==> src/verilog/spi_pkg.sv <==
//################################################
// SPI master shared definitions
// packet layout, register map, engine states, sizes
//################################################

package spi_pkg;

   //################################################
   // sizes
   //################################################
   localparam int AW = 32;                    // packet address/data width
   localparam int PW = 8 + 3 * AW;            // packet width, 104

   localparam logic [7:0] CLKDIV_RESET = 8'd1; // divider after reset

   localparam int FIFO_DEPTH = 8;             // tx fifo entries (power of two)
   localparam int FIFO_AW    = $clog2(FIFO_DEPTH);

   typedef logic [FIFO_AW-1:0] fifo_ptr_t;    // read/write pointers
   typedef logic [FIFO_AW:0]   fifo_cnt_t;    // occupancy, one extra bit for full

   localparam fifo_cnt_t FIFO_PROG_FULL = fifo_cnt_t'(6); // wait threshold

   //################################################
   // packet
   //################################################
   // msb first, same order as on the core bus
   typedef struct packed
   {
      logic          write;     // 1 = write, 0 = read
      logic [1:0]    datamode;  // access size
      logic [4:0]    ctrlmode;  // passed back on reads
      logic [AW-1:0] dstaddr;   // register offset in bits 5:0
      logic [AW-1:0] srcaddr;   // return address for reads
      logic [AW-1:0] data;      // write data / read data
   } spi_packet_t;

   //################################################
   // register map, dstaddr[5:0]
   //################################################
   typedef enum logic [5:0]
   {
      SPI_CONFIG = 6'h00,   // cfg bits, see below
      SPI_STATUS = 6'h01,   // rx flag, busy, prog_full
      SPI_CLKDIV = 6'h02,   // half-period divider
      SPI_CMD    = 6'h03,   // write only, accepted and ignored
      SPI_TX     = 6'h08,   // write only, pushes byte to fifo
      SPI_RX0    = 6'h10,   // rx window low word
      SPI_RX1    = 6'h11    // rx window high word
   } spi_reg_e;

   // config bits
   // 0 spi disable, 1 irq enable, 2 cpol, 3 cpha, 4 lsbfirst

   //################################################
   // shift engine
   //################################################
   typedef enum logic [1:0]
   {
      IDLE  = 2'd0,   // waiting on fifo
      SETUP = 2'd1,   // ss_n low, first bit on mosi
      DATA  = 2'd2,   // 16 sclk half periods
      HOLD  = 2'd3    // ss_n hold before release
   } spi_state_e;

   // register block to engine
   typedef struct packed
   {
      logic       spi_en;     // hw_en and not disabled
      logic       cpol;       // sclk idle level
      logic       cpha;       // sample on second edge
      logic       lsbfirst;   // bit order
      logic [7:0] clkdiv;     // half period = clkdiv+1 cycles
   } spi_cfg_t;

endpackage

==> src/verilog/spi_master.sv <==
//################################################
// SPI master top level
// register block and tx fifo feed the shift engine
//################################################

module spi_master
(
   input  logic                 clk,
   input  logic                 nreset,
   input  logic                 hw_en,       // block enable pin
   // core packet interface
   input  logic                 access_in,
   input  spi_pkg::spi_packet_t packet_in,
   output logic                 wait_out,    // tx fifo back-pressure
   output logic                 access_out,  // read response
   output spi_pkg::spi_packet_t packet_out,
   input  logic                 wait_in,     // reads are never stalled
   // spi pins
   output logic                 sclk,
   output logic                 mosi,
   output logic                 ss_n,
   input  logic                 miso
);

   spi_pkg::spi_cfg_t   cfg;
   spi_pkg::spi_state_e spi_state;
   logic                tx_push;
   logic [7:0]          tx_byte;
   logic                tx_pop;
   logic [7:0]          rd_byte;
   logic                not_empty;
   logic                prog_full;
   logic                rx_access;
   logic [63:0]         rx_data;

   assign wait_out = prog_full;

   //################################################
   // registers
   //################################################
   spi_master_regs u_regs
   (
      .clk        (clk),
      .nreset     (nreset),
      .hw_en      (hw_en),
      .access_in  (access_in),
      .packet_in  (packet_in),
      .rx_access  (rx_access),
      .rx_data    (rx_data),
      .spi_state  (spi_state),
      .prog_full  (prog_full),
      .cfg        (cfg),
      .tx_push    (tx_push),
      .tx_byte    (tx_byte),
      .access_out (access_out),
      .packet_out (packet_out)
   );

   // tx byte buffer
   spi_tx_fifo u_fifo
   (
      .clk       (clk),
      .nreset    (nreset),
      .tx_push   (tx_push),
      .tx_byte   (tx_byte),
      .tx_pop    (tx_pop),
      .rd_byte   (rd_byte),
      .not_empty (not_empty),
      .prog_full (prog_full)
   );

   //################################################
   // shift engine
   //################################################
   spi_master_io u_io
   (
      .clk       (clk),
      .nreset    (nreset),
      .cfg       (cfg),
      .not_empty (not_empty),
      .rd_byte   (rd_byte),
      .tx_pop    (tx_pop),
      .spi_state (spi_state),
      .rx_access (rx_access),
      .rx_data   (rx_data),
      .sclk      (sclk),
      .mosi      (mosi),
      .ss_n      (ss_n),
      .miso      (miso)
   );

endmodule

==> src/verilog/spi_master_io.sv <==
//################################################
// SPI master shift engine
// sclk divider, byte FSM, mosi/miso shifting and
// the 64-bit rx window
//################################################

module spi_master_io
(
   input  logic                clk,
   input  logic                nreset,
   input  spi_pkg::spi_cfg_t   cfg,
   input  logic                not_empty,   // fifo has a byte
   input  logic [7:0]          rd_byte,     // fifo head
   output logic                tx_pop,      // byte taken
   output spi_pkg::spi_state_e spi_state,
   output logic                rx_access,   // byte finished
   output logic [63:0]         rx_data,     // newest byte in 7:0
   output logic                sclk,
   output logic                mosi,
   output logic                ss_n,
   input  logic                miso
);

   logic [7:0] div_cnt;      // half period counter
   logic [3:0] edge_cnt;     // sclk edges done in DATA
   logic [7:0] tx_shift;
   logic [7:0] rx_shift;
   logic       tick;         // end of a half period / phase
   logic       data_tick;
   logic       lead_edge;    // first edge of a bit
   logic       trail_edge;   // second edge of a bit
   logic       sample;
   logic       shift_out;

   //################################################
   // divider
   //################################################
   assign tick = (spi_state != spi_pkg::IDLE) & (div_cnt == cfg.clkdiv);

   always_ff @(posedge clk or negedge nreset)
   begin
      if (!nreset)
         div_cnt <= 8'd0;
      else if ((spi_state == spi_pkg::IDLE) || tick)
         div_cnt <= 8'd0;
      else
         div_cnt <= div_cnt + 8'd1;
   end

   //################################################
   // edge decode
   //################################################
   assign data_tick  = tick & (spi_state == spi_pkg::DATA);
   assign lead_edge  = data_tick & ~edge_cnt[0];
   assign trail_edge = data_tick & edge_cnt[0];

   // cpha 0: sample first, change second
   // cpha 1: change first (not the very first edge), sample second
   assign sample    = cfg.cpha ? trail_edge : lead_edge;
   assign shift_out = cfg.cpha ? (lead_edge & (edge_cnt != 4'd0)) : trail_edge;

   assign tx_pop = (spi_state == spi_pkg::IDLE) & cfg.spi_en & not_empty;

   //################################################
   // transfer FSM
   //################################################
   always_ff @(posedge clk or negedge nreset)
   begin
      if (!nreset)
      begin
         spi_state <= spi_pkg::IDLE;
         edge_cnt  <= 4'd0;
         sclk      <= 1'b0;
         ss_n      <= 1'b1;
         rx_access <= 1'b0;
         rx_data   <= 64'd0;
      end
      else
      begin
         rx_access <= 1'b0;
         case (spi_state)
            spi_pkg::IDLE :
            begin
               sclk     <= cfg.cpol;         // park at idle level
               edge_cnt <= 4'd0;
               if (tx_pop)
               begin
                  ss_n      <= 1'b0;
                  spi_state <= spi_pkg::SETUP;
               end
            end
            spi_pkg::SETUP :
               if (tick)
                  spi_state <= spi_pkg::DATA;
            spi_pkg::DATA :
               if (data_tick)
               begin
                  sclk     <= ~sclk;
                  edge_cnt <= edge_cnt + 4'd1;
                  if (edge_cnt == 4'd15)      // 16th edge, back at cpol
                     spi_state <= spi_pkg::HOLD;
               end
            spi_pkg::HOLD :
               if (tick)
               begin
                  ss_n      <= 1'b1;
                  rx_access <= 1'b1;
                  rx_data   <= {rx_data[55:0], rx_shift}; // append newest
                  spi_state <= spi_pkg::IDLE;
               end
            default : spi_state <= spi_pkg::IDLE;
         endcase
      end
   end

   //################################################
   // shift registers
   //################################################
   always_ff @(posedge clk)
   begin
      if (tx_pop)
         tx_shift <= rd_byte;              // first bit shows at once
      else if (shift_out)
         tx_shift <= cfg.lsbfirst ? {1'b0, tx_shift[7:1]} : {tx_shift[6:0], 1'b0};
      if (sample)
         rx_shift <= cfg.lsbfirst ? {miso, rx_shift[7:1]} : {rx_shift[6:0], miso};
   end

   assign mosi = cfg.lsbfirst ? tx_shift[0] : tx_shift[7];

   a_ss_active: assert property (@(posedge clk) disable iff (!nreset)
      (spi_state != spi_pkg::IDLE) |-> !ss_n);

endmodule

==> src/verilog/spi_master_regs.sv <==
//################################################
// SPI master register block
// decodes core packets, holds config/status/clkdiv,
// captures the rx window and returns read packets
//################################################

module spi_master_regs
(
   input  logic                clk,
   input  logic                nreset,
   input  logic                hw_en,        // block enable pin
   input  logic                access_in,    // core access strobe
   input  spi_pkg::spi_packet_t packet_in,
   input  logic                rx_access,    // byte done pulse
   input  logic [63:0]         rx_data,      // shifted rx window
   input  spi_pkg::spi_state_e spi_state,    // engine state
   input  logic                prog_full,    // fifo nearly full
   output spi_pkg::spi_cfg_t   cfg,          // to shift engine
   output logic                tx_push,      // fifo push strobe
   output logic [7:0]          tx_byte,      // fifo push data
   output logic                access_out,   // read response strobe
   output spi_pkg::spi_packet_t packet_out
);

   logic                      reg_write;
   logic                      reg_read;
   spi_pkg::spi_reg_e         reg_offset;
   logic [7:0]                config_reg;
   logic [7:0]                status_reg;
   logic [7:0]                clkdiv_reg;
   logic [63:0]               rx_reg;
   logic [spi_pkg::AW-1:0]    reg_rdata;
   logic [spi_pkg::AW-1:0]    dstaddr_out;
   logic [4:0]                ctrlmode_out;
   logic [1:0]                datamode_out;
   logic [spi_pkg::PW-1:0]    resp_vec;

   //################################################
   // decode
   //################################################
   assign reg_write  = access_in & packet_in.write;
   assign reg_read   = access_in & ~packet_in.write;
   assign reg_offset = spi_pkg::spi_reg_e'(packet_in.dstaddr[5:0]);

   // tx writes go straight to the fifo
   assign tx_push = reg_write & (reg_offset == spi_pkg::SPI_TX);
   assign tx_byte = packet_in.data[7:0];

   //################################################
   // config / clkdiv
   //################################################
   always_ff @(posedge clk or negedge nreset)
   begin
      if (!nreset)
      begin
         config_reg <= 8'h00;                  // spi on by default
         clkdiv_reg <= spi_pkg::CLKDIV_RESET;
      end
      else if (reg_write)
      begin
         if (reg_offset == spi_pkg::SPI_CONFIG)
            config_reg <= packet_in.data[7:0];
         if (reg_offset == spi_pkg::SPI_CLKDIV)
            clkdiv_reg <= packet_in.data[7:0];
      end
   end

   // bit 1 (irq enable) is kept for readback only
   assign cfg.spi_en   = hw_en & ~config_reg[0];
   assign cfg.cpol     = config_reg[2];
   assign cfg.cpha     = config_reg[3];
   assign cfg.lsbfirst = config_reg[4];
   assign cfg.clkdiv   = clkdiv_reg;

   //################################################
   // status
   //################################################
   // a write loads for one cycle and live bits take over after
   always_ff @(posedge clk or negedge nreset)
   begin
      if (!nreset)
         status_reg <= 8'h00;
      else if (reg_write && (reg_offset == spi_pkg::SPI_STATUS))
         status_reg <= packet_in.data[7:0];
      else
         status_reg <= {5'b0,
                        prog_full,                       // 2
                        spi_state != spi_pkg::IDLE,      // 1 busy
                        rx_access | status_reg[0]};      // 0 sticky
   end

   // rx window snapshot at end of each byte
   always_ff @(posedge clk)
   begin
      if (rx_access)
         rx_reg <= rx_data;
   end

   //################################################
   // readback
   //################################################
   always_ff @(posedge clk)
   begin
      if (reg_read)
      begin
         case (reg_offset)
            spi_pkg::SPI_CONFIG : reg_rdata <= {24'b0, config_reg};
            spi_pkg::SPI_STATUS : reg_rdata <= {24'b0, status_reg};
            spi_pkg::SPI_CLKDIV : reg_rdata <= {24'b0, clkdiv_reg};
            spi_pkg::SPI_RX0    : reg_rdata <= rx_reg[31:0];
            spi_pkg::SPI_RX1    : reg_rdata <= rx_reg[63:32];
            default             : reg_rdata <= 32'hDEADBEEF; // cmd, tx, holes
         endcase
         dstaddr_out  <= packet_in.srcaddr;   // reply goes back to sender
         ctrlmode_out <= packet_in.ctrlmode;
         datamode_out <= packet_in.datamode;
      end
   end

   always_ff @(posedge clk or negedge nreset)
   begin
      if (!nreset)
         access_out <= 1'b0;
      else
         access_out <= reg_read;
   end

   // response packet with write=1 and srcaddr=0
   assign resp_vec   = {1'b1, datamode_out, ctrlmode_out, dstaddr_out,
                        {spi_pkg::AW{1'b0}}, reg_rdata};
   assign packet_out = resp_vec;

   // decode needs a known direction and offset
   a_access_known: assert property (@(posedge clk) disable iff (!nreset)
      access_in |-> !$isunknown({packet_in.write, packet_in.dstaddr[5:0]}));

endmodule

==> src/verilog/spi_tx_fifo.sv <==
//################################################
// SPI transmit FIFO
// small byte buffer between tx writes and engine
//################################################

module spi_tx_fifo
(
   input  logic       clk,
   input  logic       nreset,
   input  logic       tx_push,     // write strobe from regs
   input  logic [7:0] tx_byte,
   input  logic       tx_pop,      // engine took head byte
   output logic [7:0] rd_byte,     // head entry
   output logic       not_empty,
   output logic       prog_full    // drives wait_out
);

   logic [7:0]         mem [spi_pkg::FIFO_DEPTH];
   spi_pkg::fifo_ptr_t wr_ptr;
   spi_pkg::fifo_ptr_t rd_ptr;
   spi_pkg::fifo_cnt_t count;
   logic               full;
   logic               do_push;
   logic               do_pop;

   assign full    = count[spi_pkg::FIFO_AW];   // count == depth
   assign do_push = tx_push & ~full;           // push into full fifo is lost
   assign do_pop  = tx_pop & not_empty;

   //################################################
   // storage
   //################################################
   always_ff @(posedge clk)
   begin
      if (do_push)
         mem[wr_ptr] <= tx_byte;
   end

   assign rd_byte = mem[rd_ptr];

   //################################################
   // pointers and fill level
   //################################################
   always_ff @(posedge clk or negedge nreset)
   begin
      if (!nreset)
      begin
         wr_ptr <= '0;
         rd_ptr <= '0;
         count  <= '0;
      end
      else
      begin
         if (do_push)
            wr_ptr <= wr_ptr + 1'b1;     // wraps at depth
         if (do_pop)
            rd_ptr <= rd_ptr + 1'b1;
         case ({do_push, do_pop})
            2'b10   : count <= count + 1'b1;
            2'b01   : count <= count - 1'b1;
            default : count <= count;    // none, or both at once
         endcase
      end
   end

   assign not_empty = (count != '0);
   assign prog_full = (count >= spi_pkg::FIFO_PROG_FULL);

   // core has to honour wait_out
   a_no_push_full: assert property (@(posedge clk) disable iff (!nreset)
      tx_push |-> !full);

   a_no_pop_empty: assert property (@(posedge clk) disable iff (!nreset)
      tx_pop |-> not_empty);

endmodule
==> config.mk <==
export PLATFORM = sky130hd
export DESIGN_NAME = spi_master
export DESIGN_NICKNAME = d
export VERILOG_FILES = /design/src/verilog/spi_pkg.sv /design/src/verilog/spi_master.sv /design/src/verilog/spi_master_io.sv /design/src/verilog/spi_master_regs.sv /design/src/verilog/spi_tx_fifo.sv
export SDC_FILE = /design/constraint.sdc
export NUM_CORES = 1
export LEC_CHECK = 0
export ABC_CLOCK_PERIOD_IN_PS = 4050
export BUFFER_PORTS_ARGS = -buffer_cell sky130_fd_sc_hd__buf_4
export CAP_MARGIN = 20
export CORE_AREA = 2 2 213 215
export CTS_BUF_LIST = sky130_fd_sc_hd__clkbuf_4
export CTS_CLUSTER_DIAMETER = 30
export DETAILED_ROUTE_END_ITERATION = 16
export DIE_AREA = 0 0 215 217
export SYNTH_ARGS = -nofsm -noshare
export SYNTH_HDL_FRONTEND = slang
export SYNTH_SLANG_ARGS = --single-unit
==> constraint.sdc <==
create_clock -name clk -period 4.05 [get_ports clk]
set_clock_uncertainty 0.1 [all_clocks]
set_input_delay 0.6075 -clock clk [delete_from_list [all_inputs] [get_ports clk]]
set_output_delay 0.6075 -clock clk [all_outputs]
set_load 0.02 [all_outputs]
### Word level (Yosys, flattened, before mapping)

Memory sizes are Yosys's and may differ from the RTL's.
Index checks and enable logic that the tools add are counted.

| word-level totals | value |
|---|---|
| memories | 1 |
| RAM bits | 64 |
| flip-flop bits (word level) | 267 |
| latch bits | 0 |
| bits in read-only memories | 0 |

| operators by class | value |
|---|---|
| reductions and logical operators | 17 |
| eq/ne operators | 17 |
| magnitude comparators | 1 |
| shift-type cells | 0 |
| bitwise operators | 19 |
| add/sub/neg operators | 6 |
| multiply operators | 0 |
| divide/modulo/power cells | 0 |
| mux-type cells | 28 |

Memories:

| name | depth | bits a word | rd ports | clocked after memory_dff | wr ports | RTL line | source |
|---|---|---|---|---|---|---|---|
| u_fifo.mem | 8 | 8 | 1 | 0 | 1 | spi_tx_fifo.sv:18 | `logic [7:0] mem [spi_pkg::FIFO_DEPTH];` |

Operators by type and width:

| kind | number |
|---|---|
| $pmux 32 s5 | 1 |
| $mux 8 | 6 |
| $pmux 4 s2 | 2 |
| $and 1x1->1 | 13 |
| $eq 6x5->1 const B | 2 |
| $mux 1 | 10 |
| $mux 2 | 5 |
| $reduce_bool 2->1 | 5 |
| $add 4x1->4 const B | 2 |
| $add 8x1->8 const B | 1 |
| $eq 8x8->1 | 1 |
| $pmux 2 s4 | 1 |
| $reduce_and 2->1 | 4 |
| $reduce_bool 4->1 | 2 |
| $add 3x1->3 const B | 2 |
| $eq 2x2->1 const B | 3 |
| $eq 6x1->1 const B | 1 |
| $eq 6x2->1 const B | 1 |
| $eq 6x4->1 const B | 1 |
| $logic_not 6->1 | 1 |
| $ne 2x1->1 const B | 3 |
| $not 1->1 | 5 |
| $reduce_and 5->1 | 1 |
| $eq 2x1->1 const B | 2 |
| 11 further kinds | 13 |

### Longest topological paths before layout

Gate-level depths: netlist of run 1.

| logic depth | value |
|---|---|
| depth in word-level cells | 8 |
| depth in mapped cells | 13 |
| gate-level depth less buffers | 11 |

### Cells and area by module

From an unflattened synthesis of run 1, not the netlist that was laid out.

| second synthesis, totals | value |
|---|---|
| cell total of the unflattened synthesis | 820 |
| area total of the unflattened synthesis | 13699.4 µm² |

By module, submodules not included:

| module | area an instance (µm²) | cells each | times used | sequential area each (µm²) |
|---|---|---|---|---|
| spi_master_regs | 6183.4 | 357 | 1 | 4680.7 |
| spi_master_io | 4398.0 | 305 | 1 | 2508.7 |
| spi_tx_fifo | 3118.0 | 158 | 1 | 2172.1 |

### Least setup slack after synthesis of run 1

OpenSTA, ideal clock, no wires.

| path | value |
|---|---|
| path kind | input to register |
| from | in packet_in[103] (netlist bit) |
| to | reg u_regs.ctrlmode_out[0] (enable) |
| buffers on the path | 0 |
| data arrival time | 3804 ps |
| required time | 3439 ps |
| stages on the path | 1 |
| slack | -365 ps |
| path through | nor2b_1 |

| on the way | value |
|---|---|
| cells in the longest elaborated chain, start to end | 2 |

Ends and longest elaborated chain:

| item | RTL line | source |
|---|---|---|
| from (decl) | spi_master.sv:13 | `input spi_pkg::spi_packet_t packet_in,` |
| $not 1->1 | spi_master_regs.sv:42 | `assign reg_read = access_in & ~packet_in.write;` |
| $and 1x1->1 | spi_master_regs.sv:42 |  |
| to (signal assigned) | spi_master_regs.sv:115 | `ctrlmode_out <= packet_in.ctrlmode;` |
| to (decl) | spi_master_regs.sv:34 | `logic [4:0] ctrlmode_out;` |

No other way between the ends.
A chain may end at the register's enable or synchronous reset.

### Worst setup path after layout of run 1

| path | value |
|---|---|
| from | reg u_regs.clkdiv_reg[6] |
| to | reg u_io.rx_data[3] |

| on the way | value |
|---|---|
| cells in the longest elaborated chain, start to end | 3 |

Ends and longest elaborated chain:

| item | RTL line | source |
|---|---|---|
| from (decl) | spi_master_regs.sv:30 | `logic [7:0] clkdiv_reg;` |
| from (signal assigned) | spi_master_regs.sv:57 | `clkdiv_reg <= spi_pkg::CLKDIV_RESET;` |
| from (signal assigned) | spi_master_regs.sv:64 | `clkdiv_reg <= packet_in.data[7:0];` |
| $eq 8x8->1 | spi_master_io.sv:38 | `assign tick = (spi_state != spi_pkg::IDLE) & (div_cnt == cfg.clkdiv);` |
| $and 1x1->1 | spi_master_io.sv:38 |  |
| $reduce_and 2->1 (no source line) | - |  |
| to (signal assigned) | spi_master_io.sv:108 | `rx_data <= {rx_data[55:0], rx_shift};` |
| to (decl) | spi_master_io.sv:17 | `output logic [63:0] rx_data,` |

No other way between the ends.

==> flow_summary.json, run 1 <==
{
  "synth_area_leader_cell": "edfxtp_1",
  "hold_depth": 1,
  "rows": 78,
  "worstMarginPinSlew_ns": 0.9003,
  "ctsHtreeMaxLevel": 3,
  "via_count": 7328,
  "p_seq_share_pct": 50.2,
  "switching_share_pct": 28.32,
  "num-fill-cells": 4246,
  "synth_top_area_share_pct": 49.04,
  "cts-root-buf": "clkbuf_4",
  "portBuffers": 134,
  "avgSynthCellArea_sq_um": 17.44,
  "grt_pass1_vias": 7733,
  "hold_class": "in -> reg",
  "cts_tree": "built",
  "ys_seq_area_share_pct": 71.11,
  "grt_pass1_wl_um": 43060,
  "antenna_left": 0,
  "drt_iter0_markers": 364,
  "crit_family": "simple AND/OR/NAND/NOR gates",
  "worstSetupEndpointType": "register",
  "die_area_sq_um": 46660,
  "clk_pin_slew_ns": 0.07,
  "clkSinkCount": 331,
  "synth-seq-cells": 331,
  "grt_usage_pct": 11.88,
  "die_h_um": 217,
  "final_hold_viol_count": 0,
  "cp.arrival_ns": 3.22,
  "syn-instance-count": 755,
  "leakage_nw": 6.521,
  "area_growth_pct": 24.41,
  "hpwlAfterDp_um": 17490,
  "cp_num_buf_inv": 1,
  "critPathLaunchType": "register",
  "power.share.clock_pct": 30.1,
  "drive_gt1_share_pct": 38.40,
  "critPathKind": "reg -> reg",
  "r2r_slack_ns": 1.35,
  "internal_power_w": 0.006945,
  "cts_max_path_buffers": 3,
  "fin_nets": 1138,
  "p_sw_w": 0.002743,
  "place.gp.congestion": 0.8202,
  "clk_latency_ns": 0.76,
  "cap_violations": 0,
  "rsz0062_at_grt": "no",
  "gr-total-overflow": 0,
  "powerDensity_nw_per_um2": 591.5,
  "vias_per_cell": 4.344,
  "async_reset_ff_share_pct": 35.05,
  "wl_per_cell_um": 16.56,
  "yosysWarnings": 0,
  "finalSetupTns_ns": 0,
  "postLayoutCoreUtil_pct": 36.64,
  "path_cells": "xor2_1, nor2_1, and4_1, and3b_4, buf_12, mux2_2",
  "routed_wl_um": 27940,
  "io_pins": 219,
  "crit_required_ns": 4.57,
  "ys.flop_type": "edfxtp_1",
  "synth.area.top_cells": "edfxtp_1, dfrtp_1, mux2_4, mux2_2, mux4_2",
  "drv_slew": 0,
  "synth_edf_count": 215,
  "core-area_sq_um": 44700,
  "worst_r2r_path_depth": 6,
  "cp.depth": 6,
  "outcome": "complete, no violations",
  "max_freq_mhz": 370.2,
  "syn_area_sq_um": 13170,
  "synth_common_cells": "edfxtp_1, dfrtp_1, mux2_4, mux2_2, buf_4",
  "yosysMostFrequentCell": "edfxtp_1",
  "max_stage_delay_ns": 0.59,
  "ctsResizeCount": 0,
  "cts_buffers": 88,
  "period_minus_slack_ns": 2.701,
  "ys_types": 52,
  "relSlewSlack_pct": 39.98,
  "vdd.ir_drop.worst_mv": 0.2062,
  "comb_power_share_pct": 19.7,
  "fp.dieW_um": 215,
  "start_util_pct": 29.45,
  "crit_fanout": 42,
  "cp_slowest_cell": "and3b_4",
  "setup_violations": 0,
  "first_pass_iters": 7,
  "remaining_drc_errors": 0,
  "timing.final.crit_share_pct": 66.69,
  "antenna_found_initial": 3,
  "grt_max_degree": 69
}
power by group through the flow:
stage | Combinational [W] | Sequential (W) | Clock (W)
after floorplan | 0.00151 | 0.00479 | 0
after global placement | 0.00180 | 0.00497 | 0
after detailed placement | 0.00183 | 0.00498 | 0
after CTS | 0.00188 | 0.00492 | 0.00303
after global routing | 0.00208 | 0.00495 | 0.00321
final | 0.00191 | 0.00486 | 0.00291
cell type report:
class,instances,area (sq um),share of cell area (%)
multi-input combinational,381,3428,20.93
clock inverter,34,183.9,1.123
inverter,12,45.04,0.2750
clock buffer,128,960.9,5.867
sequential,331,9363,57.17
antenna,1,2.502,0.01528
timing repair buffer,200,1644,10.04
tap,600,750.7,4.584
per-layer routing:
| layer | track usage, % | vias to the layer above | wire [um] |
|---|---|---|---|
| met1 | 14.87 | 3698 | 12290 |
| met3 | 3.005 | 53 | 1374 |
| met5 | 0 | - | 27 |
| met2 | 19.43 | 197 | 13610 |
| met4 | 5.471 | 4 | 633 |
| li1 | - | 3376 | - |
cells by family after synthesis:
group,synth area share [%]
fa+ha+maj,1.388
simple gates,4.743
buf+inv,3.878
other cells,0.05704
compound gates,4.210
mux,13.15
flops,71.11
xor+xnor,1.464
path summary, 6_finish.rpt:
path | from | to
max in group asynchronous | nreset | u_io.rx_data[45]$_DFFE_PN0P_
worst max register to register | u_regs.clkdiv_reg[6]$_DFFE_PN0P_ | u_io.rx_data[3]$_DFFE_PN0P_
min in group asynchronous | nreset | u_io.rx_data[58]$_DFFE_PN0P_
worst min register to register | u_io.rx_data[21]$_DFFE_PN0P_ | u_regs.rx_reg[21]$_DFFE_PP_
worst min-delay path | packet_in[0] | u_fifo.mem[5][0]$_DFFE_PP_
worst max-delay path | u_regs.clkdiv_reg[6]$_DFFE_PN0P_ | u_io.rx_data[3]$_DFFE_PN0P_
layout by cell type, fill, tap and decap left out, drive strengths merged, types with 15 or more instances in the layout:
cell           n
dfrtp        114
a22oi         16
clkinv        30
mux4          16
conb          33
nand3         18
dlygate4sd3   42
clkbuf       128
edfxtp       215
a21oi         18
buf          158
a221o         17
nand2         19
nor2          25
inv           15
mux2          93
xor2          15
stage by stage:
step	cell area, sq um	hold slack [ns]	cells	total power [W]	setup WS [ns]
global route	16380	0.01444	1687	0.01024	1.206
global placement	14790	0.3321	1481	0.006766	0.7172
floorplan	13280	0.2119	786	0.006296	1.035
finish	16380	0.07605	1687	0.009688	1.349
CTS	16360	0.0005501	1685	0.009820	1.324
detailed placement	14790	0.3345	1481	0.006815	0.7342
what timing repair did:
action / in CTS / in global routing
setup buffers: 0 / 0
hold buffers: 42 / 0
hold endpoints to repair: 81 / 0
Note: power is estimated with default switching activity, not from simulation.
==> inputs of run 2 (changes only) <==
- ABC_CLOCK_PERIOD_IN_PS: 4050 -> 2250
- clock period: 4.05 -> 2.25 ns (I/O delays scaled with it)
==> flow_summary.json, run 2 (same netlist as run 1, synthesis figures left out) <==
{
  "outcome": "complete, no violations",
  "critPathKind": "reg -> reg",
  "fin_nets": 1182,
  "stdcell_area_sq_um": 17030,
  "gr-total-overflow": 0,
  "antenna_left": 0,
  "worstMarginPinSlew_ns": 0.5740,
  "wl_per_cell_um": 16.00,
  "grt_usage_pct": 11.85,
  "cp.arrival_ns": 2.72,
  "setup_violations": 0,
  "via_count": 7421,
  "vdd.ir_drop.worst_mv": 0.3774,
  "routed_wl_um": 27640,
  "first_pass_iters": 6,
  "hpwlAfterDp_um": 17330,
  "area_growth_pct": 29.32,
  "hold_class": "in -> async",
  "cap_violations": 0,
  "finalSetupTns_ns": 0,
  "crit_fanout": 2,
  "ctsHtreeMaxLevel": 3,
  "mostFrequentLayoutCells": "edfxtp_1, buf_4, clkbuf_4, dfrtp_1",
  "powerDensity_nw_per_um2": 1055,
  "drv_slew": 0,
  "clk_latency_ns": 0.73,
  "grt_max_degree": 73,
  "period_minus_slack_ns": 2.210,
  "die_h_um": 217,
  "drt_iter0_markers": 473,
  "start_util_pct": 29.45,
  "placed_area_sq_um": 15270,
  "die_area_sq_um": 46660,
  "cts-root-buf": "clkbuf_4",
  "critPathLaunchType": "register",
  "cts_max_path_buffers": 3,
  "fp.dieW_um": 215,
  "timing.final.crit_share_pct": 98.23,
  "max_freq_mhz": 452.4,
  "rsz0062_at_grt": "yes",
  "leakage_nw": 6.802,
  "core-area_sq_um": 44700,
  "final_hold_viol_count": 0,
  "relSlewSlack_pct": 61.73,
  "stdcell_count": 1727,
  "cts_buffers": 83,
  "crit_required_ns": 2.76,
  "place.gp.congestion": 0.7794,
  "cts_tree": "built",
  "final_common_cell": "edfxtp_1",
  "vias_per_cell": 4.297,
  "grt_pass1_wl_um": 43290,
  "worstSetupEndpointType": "register",
  "clkSinkCount": 331,
  "remaining_drc_errors": 0,
  "portBuffers": 134,
  "grt_pass1_vias": 7895,
  "antenna_found_initial": 1,
  "drive_gt1_share_pct": 42.54,
  "rows": 78,
  "post-place-cells": 1518,
  "clk_pin_slew_ns": 0.06,
  "timing.hold.ws_ns": 0.07019,
  "num-fill-cells": 4168,
  "io_pins": 219
}
run 2: layout make-up:
cell class	count	area [sq um]	area share (%)
multi-input cells	381	3523	20.70
repair buffers	249	2196	12.90
inverters	12	45.04	0.2646
flip-flops and latches	331	9366	55.02
clock buffers	123	923.4	5.424
clock inverters	30	217.7	1.279
well taps	600	750.7	4.409
diodes	1	2.502	0.01470
run 2: path summary, 6_finish.rpt:
path,to,cells past startpoint,start,slack [ns]
worst max-delay path,u_fifo.count[3]$_DFFE_PN0P_,12,u_fifo.count[1]$_DFFE_PN0P_,0.04
worst min-delay path,u_io.rx_data[59]$_DFFE_PN0P_,3,nreset,0.07
worst max register to register,u_fifo.count[3]$_DFFE_PN0P_,12,u_fifo.count[1]$_DFFE_PN0P_,0.04
worst min register to register,u_regs.rx_reg[61]$_DFFE_PP_,0,u_io.rx_data[61]$_DFFE_PN0P_,0.34
max in group asynchronous,u_io.ss_n$_DFFE_PN1P_,3,nreset,1.61
min in group clk,u_fifo.count[2]$_DFFE_PN0P_,5,packet_in[103],0.11
run 2: power by group:
group	internal [W]	switching, W
registers	0.00784	0.000745
logic	0.00225	0.00183
clock network	0.00288	0.00241
run 2: layer usage:
metal	share of wire [%]	GRT usage (%)
met1	43	14.31
met2	49	20.09
met3	6.0	3.340
met4	2.1	4.690
met5	0	0
run 2: worst max-delay path, cell delays in order, from the launching register on:
cell     delay (ns)
dfrtp_1        0.39
nor4_2         0.28
buf_4          0.15
nor3b_2        0.04
nand2_1        0.09
inv_2          0.06
ha_4           0.17
buf_4          0.14
ha_4           0.21
a21oi_2        0.14
xnor2_1        0.12
nor2_1         0.07
xor2_1         0.14
run 2: repair_timing:
action,in CTS,in global routing
endpoints found under the setup margin,4,14
cloned,0,0
hold endpoints to repair,243,0
buffers inserted,2,3
hold buffers,50,0
resized for setup,8,6
pin swaps,8,7
run 2: through the flow:
step                power [W]  util (%)  setup WS (ns)
floorplan             0.01138         -        -0.1519
global placement      0.01256     34.16        -0.2663
detailed placement    0.01266     34.16        -0.2645
CTS                   0.01822     38.01       0.005027
global route          0.01900     38.09       -0.09990
finish                0.01796     38.09        0.03980
==> inputs of run 3 (changes only) <==
- RECOVER_POWER: default -> 50
==> flow_summary.json, run 3 (same netlist as run 1, synthesis figures left out) <==
{
  "switching_share_pct": 27.79,
  "portBuffers": 134,
  "antenna_left": 0,
  "timing.rr.start": "u_fifo.count[1]$_DFFE_PN0P_",
  "final_common_cell": "edfxtp_1",
  "clkSinkCount": 331,
  "core-area_sq_um": 44700,
  "timing.hold.ws_ns": 0.08234,
  "comb_power_share_pct": 22.6,
  "timing.final.crit_share_pct": 98.07,
  "drive_gt1_share_pct": 41.21,
  "cp.arrival_ns": 2.72,
  "wl_per_cell_um": 15.99,
  "internal_power_w": 0.01295,
  "finalSetupTns_ns": 0,
  "rows": 78,
  "die_h_um": 217,
  "hold_class": "in -> reg",
  "setup_violations": 0,
  "period_minus_slack_ns": 2.207,
  "rsz0062_at_grt": "yes",
  "postLayoutSetupSlackWorst_ns": 0.04342,
  "fp.dieW_um": 215,
  "antenna_found_initial": 1,
  "p_sw_w": 0.004983,
  "fin_nets": 1182,
  "grt_usage_pct": 11.85,
  "min_from": "packet_in[103]",
  "cap_violations": 1,
  "outcome": "finished, violations left",
  "routed_wl_um": 27610,
  "die_area_sq_um": 46660,
  "final_hold_viol_count": 0,
  "place.gp.congestion": 0.7794,
  "violations": "max-capacitance violations, max-slew violations",
  "grt_max_degree": 73,
  "stdcell_area_sq_um": 16910,
  "hpwlAfterDp_um": 17330,
  "crit_required_ns": 2.76,
  "cp_num_buf_inv": 3,
  "remaining_drc_errors": 0,
  "crit_fanout": 2,
  "max_freq_mhz": 453.2,
  "critPathLaunchType": "register",
  "cts_max_path_buffers": 3,
  "path_cells": "nor4_2, buf_4, nor3b_2, nand2_1, inv_2, ha_4, buf_4, ha_4, a21oi_2, xnor2_1, nor2_1, xor2_1",
  "drt_iter0_markers": 485,
  "cp_slowest_cell": "dfrtp_1",
  "clk_pin_slew_ns": 0.06,
  "critPathLaunch": "u_fifo.count[1]$_DFFE_PN0P_",
  "p_seq_share_pct": 47.9,
  "cts_buffers": 83,
  "start_util_pct": 29.45,
  "via_count": 7440,
  "mostFrequentLayoutCells": "edfxtp_1, clkbuf_4, buf_4, dfrtp_1",
  "place_ws_ns": -0.2645,
  "cts_tree": "built",
  "io_pins": 219,
  "relSlewSlack_pct": -21.88,
  "num-fill-cells": 4193,
  "placed_area_sq_um": 15270,
  "powerDensity_nw_per_um2": 1060,
  "worstMarginPinSlew_ns": 1.828,
  "first_pass_iters": 4,
  "clk_latency_ns": 0.74,
  "grt_pass1_vias": 7895,
  "grt_pass1_wl_um": 43290,
  "ctsHtreeMaxLevel": 3,
  "power.share.clock_pct": 29.5,
  "cts-root-buf": "clkbuf_4",
  "gr-total-overflow": 0,
  "area_growth_pct": 28.46,
  "max_stage_delay_ns": 0.39,
  "crit_family": "simple AND/OR/NAND/NOR gates",
  "leakage_nw": 6.724,
  "vias_per_cell": 4.308,
  "vdd.ir_drop.worst_mv": 0.3768,
  "drv_slew": 73,
  "worstSetupEndpointType": "register",
  "critPathKind": "reg -> reg"
}
## run 3: changes by cell type in the layout (fill, tap and decap cells not counted)
cell | previous run | this run
buf_12 | 16 | 12
buf_4 | 183 | 130
clkbuf_1 | 0 | 14
clkbuf_2 | 0 | 3
clkbuf_4 | 123 | 163
nor2_1 | 19 | 20
nor2_2 | 6 | 5
## run 3: power groups by stage
stage	Sequential [W]	Clock (W)	Combinational, W
3_3_place_gp	0.00868	0	0.00388
6_report	0.00859	0.00529	0.00406
3_5_place_dp	0.00870	0	0.00396
2_1_floorplan	0.00862	0	0.00276
4_1_cts	0.00859	0.00550	0.00413
5_1_grt	0.00872	0.00580	0.00444
## run 3: through the flow
step / total power (W) / cells / utilization (%)
after global routing: 0.01897 / 1727 / 37.84
final: 0.01793 / 1727 / 37.84
after CTS: 0.01822 / 1723 / 38.01
after detailed placement: 0.01266 / 1518 / 34.16
after global placement: 0.01256 / 1518 / 34.16
after floorplan: 0.01138 / 786 / -
## run 3: cell type report
cell class,instances,area (sq um),share of cell area (%)
well taps,600,750.7,4.439
diodes,1,2.502,0.01480
inverters,12,45.04,0.2663
clock buffers,123,923.4,5.460
repair buffers,249,2086,12.33
flip-flops and latches,331,9366,55.38
clock inverters,30,217.7,1.287
multi-input cells,381,3521,20.82
## run 3: final timing paths
| path | to | slack, ns | depth (start not counted) |
|---|---|---|---|
| worst max-delay path | u_fifo.count[3]$_DFFE_PN0P_ | 0.04 | 12 |
| min in group asynchronous | u_regs.config_reg[6]$_DFFE_PN0P_ | 0.63 | 3 |
| worst min-delay path | u_fifo.count[2]$_DFFE_PN0P_ | 0.08 | 5 |
| worst min register to register | u_regs.rx_reg[61]$_DFFE_PP_ | 0.34 | 0 |
| worst max register to register | u_fifo.count[3]$_DFFE_PN0P_ | 0.04 | 12 |
| max in group asynchronous | u_io.rx_data[38]$_DFFE_PN0P_ | 0.45 | 3 |
## run 3: worst reg2reg max path, stage by stage, from the launching register on
cell and delay (ns):
dfrtp_1 0.39, nor4_2 0.28, buf_4 0.16, nor3b_2 0.04, nand2_1 0.09, inv_2 0.06
ha_4 0.17, buf_4 0.14, ha_4 0.21, a21oi_2 0.14, xnor2_1 0.12, nor2_1 0.07
xor2_1 0.14
## run 3: repair_timing
item	in CTS	in global routing
pin swaps	8	7
buffers inserted	2	3
hold buffers	50	0
gates cloned	0	0
resized for setup	8	6
setup endpoints to repair	4	14
endpoints found under the hold margin	243	0
## run 3: metal layers
metal | routed length, um | vias to the layer above | global-route usage (%)
met1 | 11830 | 3731 | 14.31
li1 | - | 3451 | -
met4 | 554 | 0 | 4.690
met3 | 1678 | 46 | 3.340
met2 | 13550 | 212 | 20.09
met5 | 0 | - | 0
